==> config.mk <==
export PLATFORM = sky130hd
export DESIGN_NAME = mem_request_gen
export DESIGN_NICKNAME = d
export VERILOG_FILES = /design/src/source/mem_stage_macros.svh /design/src/source/mem_pkg.sv /design/src/source/mem_request_gen.sv
export SDC_FILE = /design/constraint.sdc
export NUM_CORES = 1
export LEC_CHECK = 0
export ABC_AREA = 1
export BUFFER_PORTS_ARGS = -buffer_cell sky130_fd_sc_hd__buf_2
export CAP_MARGIN = 15
export CORE_UTILIZATION = 37
export DETAILED_ROUTE_END_ITERATION = 10
export PLACE_DENSITY_LB_ADDON = 0.25
export SETUP_SLACK_MARGIN = 0.1
export SYNTH_ARGS = -nofsm -noshare
export SYNTH_HDL_FRONTEND = slang
export SYNTH_SLANG_ARGS = --single-unit
==> constraint.sdc <==
create_clock -name vclk -period 3.6
set_clock_uncertainty 0.2 [all_clocks]
set_input_delay 0.72 -clock vclk [all_inputs]
set_output_delay 0.72 -clock vclk [all_outputs]
set_load 0.03 [all_outputs]
==> src/source/mem_stage_macros.svh <==
`ifndef MEM_STAGE_MACROS_SVH
`define MEM_STAGE_MACROS_SVH

// Store buffer depth and its pointer width.
`define SBUFFER_SIZE 8
`define SBUFFER_WIDTH 3

// Data RAM depth in 32-bit words.
`define RAM_WORDS 256

// Cycles the RAM waits before data_ok.
`define MEM_WAIT_CYCLES 2

`endif
==> src/source/mem_pkg.sv <==
package mem_pkg;

    typedef logic [31:0] word_t;

    // Loads first, stores last.
    typedef enum logic [2:0]
    {
        op_lb  = 3'd0,
        op_lbu = 3'd1,
        op_lh  = 3'd2,
        op_lhu = 3'd3,
        op_lw  = 3'd4,
        op_sb  = 3'd5,
        op_sh  = 3'd6,
        op_sw  = 3'd7
    } mem_op_t;

    typedef enum logic [1:0]
    {
        size_byte = 2'd0,
        size_half = 2'd1,
        size_word = 2'd2
    } mem_size_t;

    // One memory request as it travels through the stage.
    typedef struct packed
    {
        logic      en;
        logic      wt;
        word_t     addr;
        word_t     wd;     // Lane-aligned store data.
        mem_size_t size;
        mem_op_t   op;
    } mem_req_t;

    // Returned word, seen as bytes or as halfwords.
    typedef union packed
    {
        word_t                w;
        logic [3:0][7:0]      b;
        logic [1:0][15:0]     h;
    } read_word_u;

endpackage

==> src/source/mem_request_gen.sv <==
`timescale 1ns/1ns

module mem_request_gen
(
    input  logic              req_en,
    input  mem_pkg::mem_op_t  op,
    input  mem_pkg::word_t    addr,
    input  mem_pkg::word_t    store_data,
    output mem_pkg::mem_req_t req
);

    logic               is_store;
    mem_pkg::mem_size_t size;
    mem_pkg::word_t     lane_data;

    // Stores sit at the top of the encoding.
    always_comb
    begin
        case (op)
            mem_pkg::op_sb,
            mem_pkg::op_sh,
            mem_pkg::op_sw:
                is_store = 1'b1;
            default:
                is_store = 1'b0;
        endcase
    end

    always_comb
    begin
        case (op)
            mem_pkg::op_lb,
            mem_pkg::op_lbu,
            mem_pkg::op_sb:
                size = mem_pkg::size_byte;
            mem_pkg::op_lh,
            mem_pkg::op_lhu,
            mem_pkg::op_sh:
                size = mem_pkg::size_half;
            default:
                size = mem_pkg::size_word;
        endcase
    end

    // Copy the byte or halfword onto every lane; byte enables pick one.
    always_comb
    begin
        if (!is_store)
        begin
            lane_data = '0;
        end
        else
        begin
            case (size)
                mem_pkg::size_byte:
                    lane_data = {4{store_data[7:0]}};
                mem_pkg::size_half:
                    lane_data = {2{store_data[15:0]}};
                default:
                    lane_data = store_data;
            endcase
        end
    end

    always_comb
    begin
        req.en   = req_en;
        req.wt   = is_store;
        req.addr = addr;
        req.wd   = lane_data;
        req.size = size;
        req.op   = op;
    end

endmodule

==> results.py <==
metrics = {
    "worst_setup_path": {
        "crit_arrival_ns": 2.06,
        "worst_setup_path_end_kind": "output port",
        "crit_start": "op[1]",
        "critPathLaunchType": "primary input",
        "cp_data_required_time_ns": 2.68,
        "path_max_fanout": 26,
        "path_class": "primary input to output port",
    },
    "logic_synthesis": {
        "synth_cell_types": 14,
        "yosysTopAreaCell": "buf_4",
        "seq_area_frac_synth_pct": 0,
        "synth_fp_nets": 277,
        "yosys_warnings": 0,
        "syn_inst": 209,
        "synth_area_leaders": "buf_4 27%, nand3_1 18%, inv_1 12%",
        "synthesis.area_um2": 1110,
        "avgSynthCellArea_um2": 5.29,
        "synth_top_area_share_pct": 27.1,
    },
    "placed_design": {
        "place.gp.congestion": 0.752,
        "dpl.hpwl_um": 2120,
        "place_inst": 268,
        "numPortBuffers": 73,
        "place_ws_ns": 0.611,
    },
    "detailed_routing": {
        "drt_pass1_iterations": 7,
        "ant_nets": 0,
        "drc_errors": 16,
        "vias": 1224,
        "vias_per_cell": 4.57,
        "wl_per_cell_um": 10.3,
        "wirelength_um": 2770,
        "drt_iter0_markers": 34,
    },
    "floorplanning": {
        "io_pins": 139,
        "design.die.area_um2": 3210,
        "coreArea_um2": 2810,
        "die_w_um": 56.7,
        "die_y_um": 56.7,
        "rows": 19,
        "start_util_pct": 39.4,
    },
    "cells_and_area": {
        "layout_commonest_cell": "buf_2",
        "area_delta_synth_final_pct": 4.64,
        "seq_area_um2": 0,
        "clkbuf_count": 0,
        "final_cells": 268,
        "design.seq.count": 0,
        "n_antenna_cell": 0,
        "drive_above_1_share_pct": 42.2,
        "nNetsFinal": 307,
        "fin_util_pct": 41.3,
        "final_cell_mix": "73 x buf_2, 40 x nand3_1, 35 x inv_1, 33 x nand2_1, 29 x nor2_1",
    },
    "run_status": {
        "outcome": "complete, but fails checks",
        "violations": "design-rule violations",
    },
    "worst_hold_path": {
        "min_from": "addr[31]",
        "hp-class": "primary input to output port",
    },
    "power_and_ir_drop": {
        "power.total_mw": 0.230,
        "powerDensity_nw_per_um2": 199,
        "irDropWorstVdd_mv": 0.0831,
        "p_leak_nw": 0.810,
    },
    "cts": {
        "cts_resized": 0,
        "post_cts_buffers": 0,
        "cts_hold_buffers": 0,
    },
    "sta": {
        "rsz0062_at_grt": "no",
        "finalHoldViolCount": 0,
        "setup_viol": 0,
        "period_minus_slack_ns": 2.98,
        "fmax_ghz": 0.336,
        "fin_ws_ns": 0.622,
        "slew_viol_final": 0,
        "period_share_pct": 82.7,
        "worst_pin_slew_ns": 0.449,
        "slew_headroom_pct": 70.0,
        "tns_ns": 0,
    },
    "global_route": {
        "antenna_found_initial": 0,
        "track_usage_pct": 17.1,
        "grt_remaining_overflow": 0,
        "grt_pass1_vias": 1110,
        "grt_max_degree": 27,
        "grt_pass1_wl_um": 4640,
    },
    "job": {
        "maxCapViolCount": 0,
    },
}
[metrics by stage]
step                      hold slack, ns  instance area [um^2]
after detailed placement            1.24                  1160
final                               1.24                  1160
after global placement              1.24                  1160
after global routing                1.24                  1160
after CTS                           1.24                  1160
after floorplan                     1.37                  1110
[critical path, stage by stage]
cell and delay, ns:
buf_2 0.24, nand2_1 0.10, nand2_2 0.36, inv_1 0.28, nor2_1 0.14, buf_2 0.21
[path summary, 6_finish.rpt]
path / cells after the start / slack [ns] / endpoint
max: 6 / 0.62 / req[11]
min: 0 / 1.24 / req[68]
[layout make-up]
| cell class | instances | area [um^2] |
|---|---|---|
| fillers | 352 | 1650 |
| multi-input cells | 127 | 609 |
| repair buffers | 73 | 365 |
| inverters | 37 | 144 |
| well taps | 31 | 38.8 |
[per-layer routing]
metal  track usage [%]  vias to the layer above  part of all wire, %
met5                 0                        -                    0
met4              5.71                        0                  1.4
met3              2.76                        8                  8.4
met2              31.8                       55                   47
met1              19.4                      514                   43
li1                  -                      647                    -
[power breakdown]
part / total (mW) / leakage (nW) / switching [mW] / internal, mW
Clock: 0 / 0 / 0 / 0
Combinational: 0.230 / 0.810 / 0.160 / 0.0700
Sequential: 0 / 0 / 0 / 0
[cells by family (layout without fill, tap and decap cells)]
family	after synthesis	count (layout)	synth area share (%)
buffers and inverters	82	110	44.9
AND/OR/NAND/NOR	127	127	55.1
[synth_stat cells]
cell / n
buf_12: 1
buf_2: 2
buf_4: 40
buf_6: 2
inv_1: 35
inv_2: 1
inv_6: 1
nand2_1: 33
nand2_2: 3
nand2_4: 3
nand3_1: 40
nor2_1: 29
nor2_2: 18
nor2_4: 1
(Power assumes the default switching activity.)
