===== config.mk =====
export PLATFORM = sky130hd
export DESIGN_NAME = load_formatter
export DESIGN_NICKNAME = d
export VERILOG_FILES = /design/src/source/mem_stage_macros.svh /design/src/source/mem_pkg.sv /design/src/source/load_formatter.sv
export SDC_FILE = /design/constraint.sdc
export NUM_CORES = 1
export LEC_CHECK = 0
export ABC_AREA = 1
export BUFFER_PORTS_ARGS = -buffer_cell sky130_fd_sc_hd__buf_2
export CAP_MARGIN = 30
export CORE_MARGIN = 2
export CORE_UTILIZATION = 31
export DETAILED_ROUTE_END_ITERATION = 16
export PLACE_DENSITY = 0.92
export SLEW_MARGIN = 10
export SYNTH_ARGS = -nofsm -noshare
export SYNTH_HDL_FRONTEND = slang
export SYNTH_SLANG_ARGS = --single-unit

===== constraint.sdc =====
create_clock -name vclk -period 1.1
set_input_delay 0.11 -clock vclk [all_inputs]
set_output_delay 0.11 -clock vclk [all_outputs]
set_load 0.005 [all_outputs]

===== src/source/mem_stage_macros.svh =====
`ifndef MEM_STAGE_MACROS_SVH
`define MEM_STAGE_MACROS_SVH

// Store buffer depth and its pointer width.
`define SBUFFER_SIZE 8
`define SBUFFER_WIDTH 3

// Data RAM depth in 32-bit words.
`define RAM_WORDS 256

// Cycles the RAM waits before data_ok.
`define MEM_WAIT_CYCLES 2

`endif

===== src/source/mem_pkg.sv =====
package mem_pkg;

    typedef logic [31:0] word_t;

    // Loads first, stores last.
    typedef enum logic [2:0]
    {
        op_lb  = 3'd0,
        op_lbu = 3'd1,
        op_lh  = 3'd2,
        op_lhu = 3'd3,
        op_lw  = 3'd4,
        op_sb  = 3'd5,
        op_sh  = 3'd6,
        op_sw  = 3'd7
    } mem_op_t;

    typedef enum logic [1:0]
    {
        size_byte = 2'd0,
        size_half = 2'd1,
        size_word = 2'd2
    } mem_size_t;

    // One memory request as it travels through the stage.
    typedef struct packed
    {
        logic      en;
        logic      wt;
        word_t     addr;
        word_t     wd;     // Lane-aligned store data.
        mem_size_t size;
        mem_op_t   op;
    } mem_req_t;

    // Returned word, seen as bytes or as halfwords.
    typedef union packed
    {
        word_t                w;
        logic [3:0][7:0]      b;
        logic [1:0][15:0]     h;
    } read_word_u;

endpackage


===== src/source/load_formatter.sv =====
`timescale 1ns/1ns

module load_formatter
(
    input  mem_pkg::word_t    rd_word,
    input  mem_pkg::mem_req_t load_req,
    output mem_pkg::word_t    load_data
);

    mem_pkg::read_word_u rw;
    logic [7:0]          sel_byte;
    logic [15:0]         sel_half;

    assign rw = rd_word;

    // Byte by the full offset, halfword by bit one.
    assign sel_byte = rw.b[load_req.addr[1:0]];
    assign sel_half = rw.h[load_req.addr[1]];

    always_comb
    begin
        case (load_req.op)
            mem_pkg::op_lb:
            begin
                load_data = {{24{sel_byte[7]}}, sel_byte};
            end
            mem_pkg::op_lbu:
            begin
                load_data = {24'b0, sel_byte};
            end
            mem_pkg::op_lh:
            begin
                load_data = {{16{sel_half[15]}}, sel_half};
            end
            mem_pkg::op_lhu:
            begin
                load_data = {16'b0, sel_half};
            end
            mem_pkg::op_lw:
            begin
                load_data = rw.w;
            end
            default:
            begin
                // Stores return nothing.
                load_data = '0;
            end
        endcase
    end

endmodule


==> results.md, run 1 <==
* Final Hold Viols at 0
* Core Area at 2780 sq um
* Pin count of the biggest net entering global routing at 19
* Most frequent cells in the layout: buf_2 (63), nand2_1 (54), inv_1 (34)
* Initial drt markers at 55
* Final period util at 100%
* Final setup viols at 3
* Final worst-path setup slack at -0.00383 ns
* CP Launch Point: load_req[1]
* Cts hold-fix bufs at 0
* Total power at 0.000609 W
* Max-Cap Viols at 0
* Worst EP required at ~0.99 ns
* Port Buffers at 69
* Area grow syn2layout at 82.4%
* Initial core utilization at 32.7%
* Die Area at about 3400 sq um
* Vias in the first global route at 1,199
* Mapped cell area at between 900 and 1000 sq um
* Worst vdd ir at 0.205 mV
* GP Congestion at about 0.86
* Vias per cell at roughly 4.6
* Global Route Usage Sum at 18.1%
* Initial antenna violation count at 0
* Max-slew headroom at 85.5%
* Most common cell after layout, fill and taps aside: buf_2
* CP max FO at 5
* Sequential area share after synthesis at 0%
* N_diodes at 0
* Leakage at about 1.1 nW
* Clock Buffer Count at 0
* DRC violations left at 0
* Yosys warnings at 0
* Setup crit end kind: output pin
* Avg Cell Area, Syn at 4.59 sq um
* Top-area cell type share of the netlist area at ~27%
* Post-route ant nets at 0
* Pwr dens at between 300 and 400 nW/um^2
* Worst hold path type: input pin to output pin
* I/O pin count at 135
* Routed Wire Length at 3.21 mm
* Placed cells at 308
* Setup CP Type: input pin to output pin
* Yosys cell types at 20
* Pre-CTS setup slack at -0.123 ns
* DR pass1 iterations at 5
* Max Fclk at 906 MHz
* Seq_cells at 0
* RSZ-0062 raised after global routing: yes
* WHS at 0.517 ns
* Drt wl/cell at 10.3 microns
* Failing checks: negative setup slack
* Slew Viols, Final at 0
* Post-synthesis net count at 301
* Ranking of synthesized cells by area: nand2_1 (27%), inv_1 (15%), nor2_1 (15%), nand2_2 (8.3%), o21ai_0 (7.2%)
* Share of layout cells above drive strength 1 at roughly 50%
* Die Ht at 58.1 microns
* # rows at 19
* Synth area leader: nand2_1
* CP endpoint: load_data[7]
* Post-Layout Cell Count at 312
* Final worst path period need at 1.10 ns
* Congestion Overflow GR at 0
* Post-Syn Instances at approximately 200
* Nets at 386
* HPWL after detailed placement at about 2.4 mm
* Status: complete, but fails checks
* Startpoint types: input pin
* Slew @ Worst Pin at 0.216 ns
* First-pass GRT wire length at 5.05 mm
* Setup TNS at -0.00502 ns
* Register area at 0 sq um
* Vias post-DR at 1,430
* Die X at 58.1 microns
* Worst EP arrival at approximately 0.99 ns
## metrics by stage
step / cell area (sq um) / util (%)
after floorplan: 908 / -
after detailed placement: 1400 / 50.2
after global placement: 1400 / 50.2
after global routing: 1660 / 59.6
final: 1660 / 59.6
after CTS: 1530 / 55.0
## metal layers
layer	share of wire (%)	wire length (microns)	track usage [%]	vias to the layer above
met5	0	0	0	-
met4	0.75	24	2.33	0
met3	5.7	183	0.893	2
met2	49	1590	33.0	53
met1	44	1420	23.9	613
li1	-	-	-	762
## worst min-delay path by stage
stage               slack (ns)        from           end  cells past startpoint
finish                    0.52  rd_word[4]  load_data[4]                      4
global route              0.54  rd_word[3]  load_data[3]                      4
CTS                       0.53  rd_word[1]  load_data[1]                      4
detailed placement        0.52  rd_word[4]  load_data[4]                      4
global placement          0.52  rd_word[4]  load_data[4]                      4
floorplan                 0.33  rd_word[0]  load_data[0]                      2
## cells by family after synthesis
kind of cell,count (synthesis),synth area share [%]
AO/OA/AOI/OAI,22,13.8
buffers and inverters,48,24.9
AND/OR/NAND/NOR,128,61.3
## synthesized netlist by cell type
library cell / count
inv_1: 36
and2_1: 1
o21ai_0: 13
a21oi_1: 2
nor2_2: 2
nand2_1: 65
clkbuf_1: 1
o21ai_1: 1
nand3_2: 1
o211ai_1: 6
nand3_1: 7
buf_4: 4
nor2_4: 2
buf_6: 4
nor2_1: 36
inv_2: 2
buf_2: 1
nor3_1: 1
nand2_2: 12
nand2_4: 1
## worst max-delay path: stages
cell and delay [ns]:
buf_8 0.10, inv_6 0.07, buf_6 0.11, nor2_4 0.04
buf_6 0.12, buf_4 0.13, a21oi_1 0.13, nand2_1 0.06
buf_2 0.12
## power breakdown
part | leakage (nW) | internal, W | switching, W | total (W)
clock network | 0 | 0 | 0 | 0
logic | 1.06 | 0.000306 | 0.000302 | 0.000609
registers | 0 | 0 | 0 | 0
total | 1.06 | 0.000306 | 0.000302 | 0.000609
## timing repair
| item | 4_1_cts | 5_1_grt |
|---|---|---|
| pin swaps | 4 | 10 |
| cloned | 2 | 0 |
| endpoints found under the setup margin | 25 | 32 |
| setup buffers | 0 | 2 |
| gates resized for setup | 35 | 40 |
## area by class of cell
cell class	count	area [sq um]
timing repair buffer	93	667
fill	270	1120
inverter	38	155
multi-input combinational	150	796
tap	31	38.8
Power figures use the tool's default switching activity.
==> run 2, diff against run 1 <==
- CORE_ASPECT_RATIO: default -> 1.1
- PLACE_DENSITY: 0.92 -> default
- PLACE_DENSITY_LB_ADDON: default -> 0.25
==> run 2 against run 1 <==
The run now ends clean; utilization is 4.0 points higher; sequential share of layout area unchanged; die area about the same; critical endpoint is now load_data[21]; largest cell class unchanged; highest routed layer unchanged.
==> results.md, run 2 (synthesized netlist as in run 1, its figures left out) <==
* Status: completed
* Worst hold path type: input pin to output pin
* First-pass GRT wire length at 5.63 mm (+11%)
* Leakage at 1.08 nW (+1.2%)
* HPWL after detailed placement at 2.42 mm (about the same)
* Post-route ant nets at 0 (unchanged)
* Worst Hold Path EP: load_data[1]
* Crit-path max cell delay at 0.22 ns (+0.09 ns)
* Worst EP arrival at 0.99 ns (about the same)
* Worst EP required at 0.99 ns (about the same)
* Placed cells at 308 (unchanged)
* Clk network pwr share at 0% (unchanged)
* Worst vdd ir at 0.278 mV (+36%)
* Drt wl/cell at 11.4 microns (+11%)
* Nets at 388 (+0.52%)
* Max-Cap Viols at 0 (unchanged)
* Global Route Usage Sum at 20.4% (+2.3 points)
* Max Fclk at 911 MHz (+0.52%)
* DRC violations left at 0 (unchanged)
* Die Ht at 60.8 microns (+4.6%)
* Slew @ Worst Pin at 0.207 ns (-0.00899 ns)
* Setup TNS at 0 ns (+0.00502 ns)
* Die X at 55.6 microns (-4.3%)
* DR pass1 iterations at 4 (-1)
* Initial core utilization at 32.7% (+0.044 points)
* Hold depth at 4 (unchanged)
* Final setup viols at 0 (-3)
* Setup CP Type: input pin to output pin
* Psw at 0.000348 W (+15%)
* Final worst path period need at 1.10 ns (-0.00572 ns)
* Final Hold Viols at 0 (unchanged)
* I/O pin count at 135 (unchanged)
* Sw Share at 52.2% (+2.6 points)
* # rows at 20 (+1)
* Congestion Overflow GR at 0 (unchanged)
* Seq pwr share at 0% (unchanged)
* GP Congestion at 0.811 (-5.4%)
* Cell family with most CP delay: simple AND/OR/NAND/NOR gates
* Worst Path Buf+Inv at 4 (-2)
* Initial drt markers at 45 (-18%)
* CP max FO at 7 (+2)
* Register area at 0 sq um (unchanged)
* Clock Buffer Count at 0 (unchanged)
* Slew Viols, Final at 0 (unchanged)
* Startpoint types: input pin
* Area grow syn2layout at 94.4%
* Pwr dens at 378 nW/um^2 (+2.9%)
* Share of layout cells above drive strength 1 at 54.1% (+3.9 points)
* Fillers at 285 (+5.6%)
* Slowest CP cell: and2_4
* Worst hold start: rd_word[1]
* N_diodes at 0 (unchanged)
* RSZ-0062 raised after global routing: yes
* Core Area at 2780 sq um (-0.14%)
* Int Power at 0.000319 W (+4.1%)
* Pin count of the biggest net entering global routing at 21 (+2)
* Post-Layout Cell Count at 316 (+1.3%)
* Setup crit end kind: output pin
* Seq_cells at 0 (unchanged)
* Total power at 0.000667 W (+9.7%)
* Vias post-DR at 1,450 (+1.4%)
* Vias in the first global route at 1,282 (+6.9%)
* Port Buffers at 69 (unchanged)
* Most frequent cells in the layout: buf_2 (62), nand2_1 (54), inv_1 (34)
* Comb pwr share at 100.0% (about the same)
* Initial antenna violation count at 0 (unchanged)
* Most common cell after layout, fill and taps aside: buf_2
* Crit-path cells: buf_6, inv_8, nor3_4, and2_4, buf_8, nor2_2, nand2_2, buf_2
* Vias per cell at 4.59 (+0.12%)
* Final period util at 99.8% (-0.52 points)
* Routed Wire Length at 3.61 mm (+12%)
* Die Area at 3380 sq um (about the same)
* Max-slew headroom at 86.1% (+0.56 points)
-- run 2: cell types whose count changed in the layout (fill, tap and decap cells not counted), sizes merged --
cell    before  now
buf         93   91
nand2       78   81
clkbuf       0    1
-- run 2: repair_timing --
item	CTS	global route
pin swaps	4	13
endpoints found under the setup margin	25	32
hold buffers	0	0
cloned	3	1
setup buffers	1	3
gates resized for setup	34	57
-- run 2: worst min-delay path: stages --
cell and delay, ns:
buf_2 0.09, nand2_1 0.05, nand3_1 0.06, buf_2 0.10
-- run 2: stage by stage --
| stage | hold WS (ns) | cell area (sq um) | setup slack, ns | utilization (%) |
|---|---|---|---|---|
| finish | 0.518 | 1770 | 0.00189 | 63.6 |
| global route | 0.546 | 1770 | -0.0332 | 63.6 |
| CTS | 0.520 | 1550 | -0.00581 | 55.9 |
| detailed placement | 0.518 | 1360 | -0.133 | 48.9 |
| global placement | 0.517 | 1360 | -0.0997 | 48.9 |
| floorplan | 0.333 | 908 | 0.134 | - |
-- run 2: how the worst max path moves through the flow --
| stage | startpoint | endpoint | cells after the start |
|---|---|---|---|
| floorplan | load_req[2] | load_data[16] | 7 |
| finish | load_req[1] | load_data[21] | 8 |
| CTS | load_req[0] | load_data[15] | 8 |
| detailed placement | load_req[38] | load_data[15] | 7 |
| global placement | load_req[38] | load_data[13] | 9 |
| global route | load_req[1] | load_data[16] | 8 |
-- run 2: layer usage --
layer	global-route usage, %	vias up	share of wire, %
li1	-	766	-
met1	25.9	616	44
met2	39.3	64	48
met3	1.92	4	7.9
met4	1.39	0	0.69
met5	0	-	0
-- run 2: power by group through the flow --
stage	registers [W]	clock network (W)	logic, W
3_3_place_gp	0	0	0.000490
3_5_place_dp	0	0	0.000492
2_1_floorplan	0	0	0.000261
5_1_grt	0	0	0.000731
6_report	0	0	0.000667
4_1_cts	0	0	0.000580
-- run 2: area by class of cell --
type	count	area [sq um]	share of cell area, %
repair buffers	92	649	36.8
multi-input cells	153	922	52.2
well taps	33	41.3	2.34
inverters	38	153	8.65
